===== config.mk =====
export PLATFORM = sky130hd
export DESIGN_NAME = icache_top
export DESIGN_NICKNAME = d
export VERILOG_FILES = /design/src/source/icache_pkg.sv /design/src/source/icache_top.sv /design/src/source/icache_perf.sv /design/src/source/icache_ctrl.sv /design/src/source/icache_store.sv
export VERILOG_INCLUDE_DIRS = /design/src /design/src/include
export SDC_FILE = /design/constraint.sdc
export NUM_CORES = 1
export LEC_CHECK = 0
export ABC_AREA = 1
export BUFFER_PORTS_ARGS = -buffer_cell sky130_fd_sc_hd__buf_2
export CAP_MARGIN = 15
export CORE_MARGIN = 1
export CORE_UTILIZATION = 34
export CTS_BUF_LIST = sky130_fd_sc_hd__clkbuf_4
export CTS_CLUSTER_DIAMETER = 60
export DETAILED_ROUTE_END_ITERATION = 6
export REMOVE_ABC_BUFFERS = 1
export SLEW_MARGIN = 30
export SYNTH_ARGS = -nofsm -noshare
export SYNTH_HDL_FRONTEND = slang
export SYNTH_SLANG_ARGS = --single-unit

===== constraint.sdc =====
create_clock -name clk -period 4.5 [get_ports clk]
set_clock_uncertainty 0.15 [all_clocks]
set_input_delay 0 -clock clk [delete_from_list [all_inputs] [get_ports clk]]
set_output_delay 0 -clock clk [all_outputs]
set_load 0.1 [all_outputs]

===== src/include/icache_settings.svh =====
`ifndef ICACHE_SETTINGS_SVH
`define ICACHE_SETTINGS_SVH

// fetch address width in bits
`define ICACHE_ADDR_BITS 32

// 16 lines, one word each
`define ICACHE_INDEX_BITS 4

// byte offset inside a one-word line
`define ICACHE_OFFSET_BITS 2

// read response code for a good transfer
`define ICACHE_RESP_OKAY 2'b00

`endif

===== src/source/icache_pkg.sv =====
`include "icache_settings.svh"

package icache_pkg;

	// ------------------------------------------------------------------------
	// vector types
	// ------------------------------------------------------------------------
	typedef logic [`ICACHE_ADDR_BITS-1:0] fetch_addr_t;
	typedef logic [31:0] inst_word_t;
	typedef logic [1:0] axi_resp_t;
	typedef logic [`ICACHE_INDEX_BITS-1:0] line_index_t;
	// tag is whatever is left above index and offset
	typedef logic [`ICACHE_ADDR_BITS-`ICACHE_INDEX_BITS-`ICACHE_OFFSET_BITS-1:0] line_tag_t;
	typedef logic [31:0] perf_cnt_t;

	// controller states
	typedef enum logic [1:0] {
		ST_IDLE,
		ST_RETURN,
		ST_REQ,
		ST_FILL
	} ctrl_state_t;

	// result of the combinational tag compare
	typedef struct packed {
		logic hit;
		inst_word_t data;
	} lookup_t;

	// line write from the controller, en gates the whole write
	typedef struct packed {
		logic en;
		line_index_t index;
		line_tag_t tag;
		inst_word_t data;
	} fill_t;

endpackage


===== src/source/icache_top.sv =====
module icache_top (
	input logic clk,
	input logic rst,
	// fetch port
	input icache_pkg::fetch_addr_t ifu_araddr,
	input logic ifu_arvalid,
	output logic ifu_arready,
	output icache_pkg::inst_word_t ifu_rdata,
	output icache_pkg::axi_resp_t ifu_rresp,
	output logic ifu_rvalid,
	input logic ifu_rready,
	// memory port
	output icache_pkg::fetch_addr_t out_araddr,
	output logic out_arvalid,
	input logic out_arready,
	input icache_pkg::inst_word_t out_rdata,
	input icache_pkg::axi_resp_t out_rresp,
	input logic out_rvalid,
	input logic out_rlast,
	output logic out_rready,
	input logic fence_i,
	// counters
	output icache_pkg::perf_cnt_t hit_count,
	output icache_pkg::perf_cnt_t miss_count
);

	icache_pkg::line_index_t rd_index;
	icache_pkg::line_tag_t rd_tag;
	icache_pkg::lookup_t lookup;
	icache_pkg::fill_t fill;
	logic flush;
	logic hit_evt;
	logic miss_evt;

	// ------------------------------------------------------------------------
	// tag, valid and data arrays
	// ------------------------------------------------------------------------
	icache_store icache_store_inst (
		.clk(clk),
		.rst(rst),
		.rd_index(rd_index),
		.rd_tag(rd_tag),
		.lookup(lookup),
		.fill(fill),
		.flush(flush)
	);

	// port handshakes and miss handling
	icache_ctrl icache_ctrl_inst (
		.clk(clk),
		.rst(rst),
		.ifu_araddr(ifu_araddr),
		.ifu_arvalid(ifu_arvalid),
		.ifu_arready(ifu_arready),
		.ifu_rdata(ifu_rdata),
		.ifu_rresp(ifu_rresp),
		.ifu_rvalid(ifu_rvalid),
		.ifu_rready(ifu_rready),
		.out_araddr(out_araddr),
		.out_arvalid(out_arvalid),
		.out_arready(out_arready),
		.out_rdata(out_rdata),
		.out_rresp(out_rresp),
		.out_rvalid(out_rvalid),
		.out_rlast(out_rlast),
		.out_rready(out_rready),
		.fence_i(fence_i),
		.rd_index(rd_index),
		.rd_tag(rd_tag),
		.lookup(lookup),
		.fill(fill),
		.flush(flush),
		.hit_evt(hit_evt),
		.miss_evt(miss_evt)
	);

	// hit and miss counters
	icache_perf icache_perf_inst (
		.clk(clk),
		.rst(rst),
		.hit_evt(hit_evt),
		.miss_evt(miss_evt),
		.hit_count(hit_count),
		.miss_count(miss_count)
	);

endmodule


===== src/source/icache_perf.sv =====
module icache_perf (
	input logic clk,
	input logic rst,
	input logic hit_evt,
	input logic miss_evt,
	output icache_pkg::perf_cnt_t hit_count,
	output icache_pkg::perf_cnt_t miss_count
);

	// ------------------------------------------------------------------------
	// event counters
	// ------------------------------------------------------------------------
	// both wrap silently at the top

	always_ff @(posedge clk) begin
		if (rst) begin
			hit_count <= '0;
		end else if (hit_evt) begin
			hit_count <= hit_count + 1'b1;
		end
	end

	always_ff @(posedge clk) begin
		if (rst) begin
			miss_count <= '0;
		end else if (miss_evt) begin
			miss_count <= miss_count + 1'b1;
		end
	end

endmodule


===== src/source/icache_ctrl.sv =====
`include "icache_settings.svh"

module icache_ctrl (
	input logic clk,
	input logic rst,
	// fetch port
	input icache_pkg::fetch_addr_t ifu_araddr,
	input logic ifu_arvalid,
	output logic ifu_arready,
	output icache_pkg::inst_word_t ifu_rdata,
	output icache_pkg::axi_resp_t ifu_rresp,
	output logic ifu_rvalid,
	input logic ifu_rready,
	// memory port
	output icache_pkg::fetch_addr_t out_araddr,
	output logic out_arvalid,
	input logic out_arready,
	input icache_pkg::inst_word_t out_rdata,
	input icache_pkg::axi_resp_t out_rresp,
	input logic out_rvalid,
	input logic out_rlast,
	output logic out_rready,
	input logic fence_i,
	// store side
	output icache_pkg::line_index_t rd_index,
	output icache_pkg::line_tag_t rd_tag,
	input icache_pkg::lookup_t lookup,
	output icache_pkg::fill_t fill,
	output logic flush,
	// event pulses
	output logic hit_evt,
	output logic miss_evt
);

	localparam int TAG_BITS = $bits(icache_pkg::line_tag_t);

	icache_pkg::ctrl_state_t state;
	icache_pkg::ctrl_state_t state_next;
	// fence seen while busy
	logic fence_pend;
	// line aligned address of the outstanding miss
	icache_pkg::fetch_addr_t miss_addr;
	// word and response held for ST_RETURN
	icache_pkg::inst_word_t ret_data;
	icache_pkg::axi_resp_t ret_resp;

	logic idle;
	logic accept;
	logic idle_hit;
	logic last_beat;

	// ------------------------------------------------------------------------
	// handshakes
	// ------------------------------------------------------------------------
	assign idle = (state == icache_pkg::ST_IDLE);
	// no request taken while a fence is pending or arriving
	assign ifu_arready = idle && !fence_i && !fence_pend;
	assign accept = ifu_arvalid && ifu_arready;
	assign idle_hit = accept && lookup.hit;
	assign last_beat = out_rvalid && out_rready && out_rlast;

	// index and tag from the live request address
	assign rd_index = ifu_araddr[`ICACHE_OFFSET_BITS +: `ICACHE_INDEX_BITS];
	assign rd_tag = ifu_araddr[`ICACHE_ADDR_BITS-1 -: TAG_BITS];

	// hit answers in the same cycle, everything else from the latch
	assign ifu_rvalid = idle_hit || (state == icache_pkg::ST_RETURN);
	assign ifu_rdata = idle_hit ? lookup.data : ret_data;
	assign ifu_rresp = idle_hit ? `ICACHE_RESP_OKAY : ret_resp;

	assign out_araddr = miss_addr;
	assign out_arvalid = (state == icache_pkg::ST_REQ);
	assign out_rready = (state == icache_pkg::ST_FILL);

	// error beats are forwarded but never written
	always_comb begin
		fill.en = last_beat && (out_rresp == `ICACHE_RESP_OKAY);
		fill.index = miss_addr[`ICACHE_OFFSET_BITS +: `ICACHE_INDEX_BITS];
		fill.tag = miss_addr[`ICACHE_ADDR_BITS-1 -: TAG_BITS];
		fill.data = out_rdata;
	end

	assign flush = idle && (fence_i || fence_pend);
	assign hit_evt = idle_hit;
	assign miss_evt = accept && !lookup.hit;

	// ------------------------------------------------------------------------
	// state machine
	// ------------------------------------------------------------------------
	always_comb begin
		state_next = state;
		case (state)
			icache_pkg::ST_IDLE: begin
				if (accept) begin
					if (!lookup.hit) begin
						state_next = icache_pkg::ST_REQ;
					end else if (!ifu_rready) begin
						// fetch unit stalled, park the word
						state_next = icache_pkg::ST_RETURN;
					end
				end
			end
			icache_pkg::ST_RETURN: begin
				if (ifu_rready) begin
					state_next = icache_pkg::ST_IDLE;
				end
			end
			icache_pkg::ST_REQ: begin
				if (out_arready) begin
					state_next = icache_pkg::ST_FILL;
				end
			end
			icache_pkg::ST_FILL: begin
				if (last_beat) begin
					state_next = icache_pkg::ST_RETURN;
				end
			end
			default: state_next = icache_pkg::ST_IDLE;
		endcase
	end

	always_ff @(posedge clk) begin
		if (rst) begin
			state <= icache_pkg::ST_IDLE;
			fence_pend <= 1'b0;
		end else begin
			state <= state_next;
			// remembered while busy, done on the first idle cycle
			if (idle) begin
				fence_pend <= 1'b0;
			end else if (fence_i) begin
				fence_pend <= 1'b1;
			end
		end
	end

	// ------------------------------------------------------------------------
	// address and return latches
	// ------------------------------------------------------------------------
	always_ff @(posedge clk) begin
		if (miss_evt) begin
			miss_addr <= {ifu_araddr[`ICACHE_ADDR_BITS-1:`ICACHE_OFFSET_BITS],
				{`ICACHE_OFFSET_BITS{1'b0}}};
		end
		if (idle_hit && !ifu_rready) begin
			ret_data <= lookup.data;
			ret_resp <= `ICACHE_RESP_OKAY;
		end
		if (out_rvalid && out_rready) begin
			ret_data <= out_rdata;
			ret_resp <= out_rresp;
		end
	end

endmodule


===== src/source/icache_store.sv =====
`include "icache_settings.svh"

module icache_store (
	input logic clk,
	input logic rst,
	input icache_pkg::line_index_t rd_index,
	input icache_pkg::line_tag_t rd_tag,
	output icache_pkg::lookup_t lookup,
	input icache_pkg::fill_t fill,
	input logic flush
);

	localparam int LINES = 1 << `ICACHE_INDEX_BITS;

	// ------------------------------------------------------------------------
	// line storage
	// ------------------------------------------------------------------------
	icache_pkg::inst_word_t data_q [LINES];
	icache_pkg::line_tag_t tag_q [LINES];
	// one valid bit per line
	logic [LINES-1:0] valid_q;

	// ------------------------------------------------------------------------
	// lookup
	// ------------------------------------------------------------------------
	// purely combinational, hit seen in the request cycle
	always_comb begin
		lookup.hit = valid_q[rd_index] && (tag_q[rd_index] == rd_tag);
		lookup.data = data_q[rd_index];
	end

	// ------------------------------------------------------------------------
	// fill and flush
	// ------------------------------------------------------------------------
	// word and tag written together with the fill
	always_ff @(posedge clk) begin
		if (fill.en) begin
			data_q[fill.index] <= fill.data;
			tag_q[fill.index] <= fill.tag;
		end
	end

	// valid vector
	always_ff @(posedge clk) begin
		if (rst) begin
			valid_q <= '0;
		end else if (flush) begin
			// fence clears every line at once
			valid_q <= '0;
		end else if (fill.en) begin
			valid_q[fill.index] <= 1'b1;
		end
	end

endmodule


---- Word-level counts from Yosys, hierarchy flattened ----
Memories as Yosys holds them, arrays and structs flattened.
Cells that the tools add are included.
storage, ports and cells
  register bits after elaboration ......... 147
  input port bits ......................... 74
  logic and storage cells ................. 68
  memories ................................ 2
  output and inout port bits .............. 134
  memory bits (writable) .................. 928
operators by class
  $lt $le $gt $ge ......................... 3
  $add $sub $neg .......................... 2
  reductions and logical operators ........ 24
  bitwise logic cells ..................... 1
  mux-type cells .......................... 19
  equality and inequality tests ........... 9
memory list
  name                      words  width  rd ports  clocked after memory_dff  write ports  line                source
  icache_store_inst.data_q  16     32     1         0                         1            icache_store.sv:18  icache_pkg::inst_word_t data_q [LINES];
  icache_store_inst.tag_q   16     26     1         0                         1            icache_store.sv:19  icache_pkg::line_tag_t tag_q [LINES];
operator list
  kind                                                        number
  two-way mux 32 bit                                          3
  adder 32 x 1 -> 32 bit, second input constant               2
  equality test 26 bit                                        1
  two-way mux 2 bit                                           9
  bitwise OR 16 bit                                           1
  logical AND 1 bit                                           12
  less-than comparator 4 x 5 -> 1 bit, second input constant  2
  one-hot mux 2 bit (4 select lines)                          1
  != test 2 bit, second input constant                        3
  AND reduction 5 bit                                         1
  binary-select mux 1 bit (select 4 bit)                      1
  demux 1 bit (select 4 bit)                                  1
  equality test 2 bit, second input constant                  2
  >= comparator 4 x 1 -> 1 bit, second input constant         1
  logical NOT 1 bit                                           4
  logical NOT 2 bit                                           2
  two-way mux 1 bit                                           4
  OR reduction 2 bit                                          2
  != test 3 bit, second input constant                        1
  equality test 2 x 1 -> 1 bit, second input constant         1
  logical OR 1 bit                                            2
  != test 2 x 1 -> 1 bit, second input constant               1
  nonzero test 2 bit                                          1

---- Logic depth before layout (Yosys ltp) ----
  depth after elaboration ................. 8
  mapped depth ............................ 22
  mapped depth without buffers ............ 19

---- Cells and area by module ----
Synthesis repeated with hierarchy kept, for this count alone.
unflattened totals
  cell total of the unflattened synthesis .. 4,102
  area total of the unflattened synthesis .. 45,781.4 µm²
by module, submodules not included
  module        cells an instance  area each (µm²)  sequential area each (µm²)  instances
  icache_store  3,163              38,348.0         28,187.0                    1
  icache_ctrl   376                3,841.2          1,981.9                     1
  icache_perf   563                3,592.2          1,281.2                     1

---- Worst setup path before layout ----
OpenSTA, ideal clock, no wires.
  path kind ............................... register -> register
  start point ............................. register icache_ctrl_inst.state[0]
  end point ............................... register icache_ctrl_inst.ret_data[0], enable pin
  stages on the path, launching flop included .. 8
  setup time .............................. 0.472 ns
  path slack .............................. -2.016 ns
  required time ........................... 3.878 ns
  path buffers ............................ 0
  period minus slack after synthesis ...... 6.516 ns
  arrival time ............................ 5.893 ns
  cell sequence ........................... dfxtp_1 > nor2_1 > inv_1 > nor3_1 > nand2_1 > inv_2 > nand2_1 > o21ai_0
on the way
  longest elaborated chain between the ends .. 7
  elaborated cells between the ends (all ways) .. 9
  those cells by class .................... 1 x eq/ne; 8 x reduce/logical
RTL lines
  element                              line                source
  from (decl)                          icache_ctrl.sv:37   icache_pkg::ctrl_state_t state;
  from (signal assigned)               icache_ctrl.sv:124  state <= icache_pkg::ST_IDLE;
  from (signal assigned)               icache_ctrl.sv:127  state <= state_next;
  logical NOT 2 bit                    icache_ctrl.sv:55   assign idle = (state == icache_pkg::ST_IDLE);
  logical AND 1 bit (2 in a row)       icache_ctrl.sv:57   assign ifu_arready = idle && !fence_i && !fence_pend;
  via ifu_arready                      icache_top.sv:7     output logic ifu_arready,
  logical AND 1 bit                    icache_ctrl.sv:58   assign accept = ifu_arvalid && ifu_arready;
  logical AND 1 bit                    icache_ctrl.sv:59   assign idle_hit = accept && lookup.hit;
  logical AND 1 bit                    icache_ctrl.sv:145  if (idle_hit && !ifu_rready) begin
  nonzero test 2 bit (no source line)  -
  to (signal assigned)                 icache_ctrl.sv:146  ret_data <= lookup.data;
  to (signal assigned)                 icache_ctrl.sv:150  ret_data <= out_rdata;
  to (decl)                            icache_ctrl.sv:44   icache_pkg::inst_word_t ret_data;
The timed path passes the listed nets, and every way through them passes these cells.
A chain may end at the register's enable or synchronous reset.

---- Worst setup path after layout ----
  start point ............................. input port ifu_araddr[2]
  end point ............................... output port ifu_rdata[5]
on the way
  longest elaborated chain between the ends .. 5
  elaborated cells between the ends (all ways) .. 8
  those cells by class .................... 1 x eq/ne; 3 x mux; 2 x reduce/logical; 2 x memory
RTL lines
  element                                                                         line                source
  from (decl)                                                                     icache_top.sv:5     input icache_pkg::fetch_addr_t ifu_araddr,
  memory (16 x 26 bit) or binary-select mux 1 bit (select 4 bit) (tied branches)  -
  equality test 26 bit or two-way mux 1 bit (tied branches)                       icache_store.sv:28  lookup.hit = valid_q[rd_index] && (tag_q[rd_index] == rd_tag);
  logical AND 1 bit                                                               icache_store.sv:28
  logical AND 1 bit                                                               icache_ctrl.sv:59
  two-way mux 32 bit (*)                                                          icache_ctrl.sv:68   assign ifu_rdata = idle_hit ? lookup.data : ret_data;
  to (decl)                                                                       icache_top.sv:8     output icache_pkg::inst_word_t ifu_rdata,
Mark *: on every way between the ends. The rest lies on a longest branch, timed or not. The select of a mux whose other input is x is not followed.

==> impl_metrics.toml <==
[sta]
max_slew_margin = 0.379
worst_slack_ns = 0.288
tightest_slew_ns = 0.932
holdWs_ns = 0.106
slew_viol_final = 0
finalCriticalPeriod_ns = 4.21
rsz0062_at_grt = "false"
max_freq_ghz = 0.237
hold_viol = 0
tns_ns = 0
final-setup-viol-count = 0
period_share = 0.936

[layout]
syn_to_final_growth_pct = 19.2
multiInputGateArea_mm2 = 0.0116
drive_above_1_share = 0.161
fillers = 12600
fin_nets = 4654
seq_area_mm2 = 0.0315
fin_area_mm2 = 0.0538

[placement]
dpl.hpwl_um = 67800
dpl_worst_slack_ns = 0.627
portBuffers = 203
placed_cell_area_mm2 = 0.0482
place_congestion = 0.837

[critical_path]
path_buf_inv = 7
critPathMostFrequentCell = "nand2_1"
cpPeakStageDelay_ns = 0.61
cp-start-kind = "primary input"
crit_path_end_kind = "output port"
worstPathRequired_ns = 4.35
crit_arrival_ns = 4.06
critPathSlowestCell = "dlygate4sd3_1"
path_cells = "buf_8, buf_12, dlygate4sd3_1, buf_12, buf_16, nor2_1, nor2_1, o21ai_0, nand3_1, nand3_1, nand2_1, nand2_1, nand2_1, nand2_1, nor2_1, nand2_1, nor2_2, nand2_2, nor2_4, buf_12, nand2_1, nand2_1, buf_4"
crit_type = "in -> out"
critical_path.top_delay_family = "buffers and inverters"
path_max_fanout = 128

[yosys]
synth_top_family_by_area = "simple AND/OR/NAND/NOR gates"
synthAdderAreaFrac = 0.000554
synth_top_area_cell = "edfxtp_1"
synth_edf_count = 992
synth_compound_gate_area_share = 0.0799
synth-xor-area-share = 0.00582
syn_inst = 4075
synthesis.area_mm2 = 0.0451
synthSimpleGateAreaFrac = 0.166
yosysWarnings = 0
synth_cell_type_count = 35
synth_mux_area_frac = 0
ys_seq_elements = 1075
synth_area_leaders = "edfxtp_1 (66%), nand2_1 (6.8%), nor2_1 (4.9%)"
synth_flop_cell = "edfxtp_1"
avgSynthCellArea_um2 = 11.1
async_reset_ff_frac = 0
synth_top_area_share = 0.660
yosysSeqAreaShare = 0.697
yosys-top-cells-count = "edfxtp_1 (992), nand2_1 (822), nor2_1 (592), nand3_1 (331), o21ai_0 (321)"
synth_most_common_cell = "edfxtp_1"

[drt]
routed.top_layer = "met5"
met2WireLength_um = 61900
viasPerCell = 5.02
drcViolationCount = 0
wl_per_cell_um = 20.1
dr_wl_met3_um = 10500
wirelength_um = 131000
ant_nets = 0
met1_length_um = 55600
drtIter0Drc = 2852
vias = 32800
firstDrtPassIters = 6

[power_and_ir_drop]
seq_power_share = 0.513
ir_drop_mv = 0.212
p_comb_frac = 0.093
power.share.switching = 0.255
p_int_mw = 16.3
p_switching_mw = 5.58
power.density_mw_per_mm2 = 406
p_clk_frac = 0.394
p_leak_nw = 19.8

[floorplan]
initial_core_util = 0.343
die_y_um = 366
fp.dieW_um = 366
rows = 133
io_pins = 208
die-area_mm2 = 0.134
core_area_mm2 = 0.132

[cts]
root_buffer = "clkbuf_4"
cts_buffer_depth = 4
insertion_delay_ns = 1.17
post_cts.repair.setup_buffers = 0
htreeDepth = 5
cts.sinks = 1075
cts_buffers = 304
clkTransAtPathRegs_ns = 0.06
cts_tree = "done"

[run]
drv_cap = 0

[grt]
grt_max_degree = 129
antenna_found_initial = 7
grt_pass1_vias = 31400
grt_pass1_wl_um = 194000
grt_overflow_total = 0
track_usage = 0.191

[hold_path]
hp-class = "in -> reg"

[run_status]
status = "completed"
-- final timing paths --
check | start | end | slack, ns | depth (start not counted)
max reg2reg | icache_store_inst.tag_q[7][17] | icache_ctrl_inst.ret_data[22] | 0.59 | 17
max | ifu_araddr[2] | ifu_rdata[5] | 0.29 | 23
min reg2reg | icache_store_inst.valid_q[4] | icache_store_inst.valid_q[4] | 0.32 | 2
min | ifu_araddr[17] | icache_ctrl_inst.out_araddr[17] | 0.11 | 3
-- cells in the final DEF, fill, tap and decap left out, types with 10 or more instances in the layout --
cell type      synthesis  routed
buf_12                 0      33
xor2_1                22      22
o211ai_1              61      61
o21ai_0              321     320
clkinv_1               3      50
a31oi_1               32      32
dfxtp_1               83      83
inv_1                258     256
nor2_4                 1      18
nor2_1               592     574
nor4_1                10      10
nor3_1                30      30
o221ai_1              99      99
buf_4                 50      67
nand3_1              331     331
edfxtp_1             992     992
nand4_1               40      40
clkbuf_4               0     443
o21ai_1               19      19
a21oi_1               36      36
nand2_1              822     820
buf_2                 54     169
o22ai_1               29      29
dlygate4sd3_1          0     178
-- worst min-delay path: cells and delay by family --
family,cells,cell delay [ns]
buf+inv,3,1.26
-- power by group through the flow --
stage / registers [mW] / clock network [mW] / logic, mW
floorplan: 11.6 / 0 / 0.880
global placement: 11.4 / 0 / 1.82
detailed placement: 11.4 / 0 / 1.84
CTS: 11.2 / 8.84 / 2.02
global route: 11.2 / 9.35 / 2.17
finish: 11.2 / 8.61 / 2.03
-- cells by family after synthesis --
family,after synthesis
DFF,1075
and+or+nand+nor,1836
other,1
AOI/OAI and AO/OA,599
buffers and inverters,532
xor gates and xnor gates,30
adders and majority gates,2
-- flip-flops by register name (all words and copies together), names as in the netlist --
| register | cells |
|---|---|
| icache_store_inst.valid_q | 16 |
| icache_ctrl_inst.ret_resp | 2 |
| icache_ctrl_inst.fence_pend | 1 |
| icache_perf_inst.hit_count | 32 |
| icache_store_inst.data_q | 512 |
| icache_ctrl_inst.out_araddr | 30 |
| icache_ctrl_inst.ret_data | 32 |
| icache_store_inst.tag_q | 416 |
| icache_ctrl_inst.state | 2 |
| icache_perf_inst.miss_count | 32 |
-- what timing repair did --
action	4_1_cts	5_1_grt
hold endpoints to repair	1638	0
endpoints found under the setup margin	19	26
gates resized for setup	20	14
hold buffers	182	0
-- stage by stage --
| step | cells | util | power, mW |
|---|---|---|---|
| final | 6530 | 0.409 | 21.9 |
| after global routing | 6526 | 0.409 | 22.8 |
| after CTS | 6524 | 0.408 | 22.1 |
| after detailed placement | 5845 | 0.366 | 13.3 |
| after global placement | 5845 | 0.366 | 13.2 |
| after floorplan | 3808 | - | 12.5 |
-- metal layers --
metal	vias to the layer above	GRT usage
li1	15400	-
met2	1269	0.306
met4	4	0.0686
met5	-	0
met1	15800	0.250
met3	215	0.0480
-- final cells by class --
type,count,area share
sequential,1075,0.584
timing repair buffer,464,0.0737
tap,1755,0.0408
clock inverter,64,0.00700
inverter,264,0.0188
multi-input combinational,2469,0.215
antenna,6,0.000279
clock buffer,433,0.0604
Power figures use the tool's default switching activity.
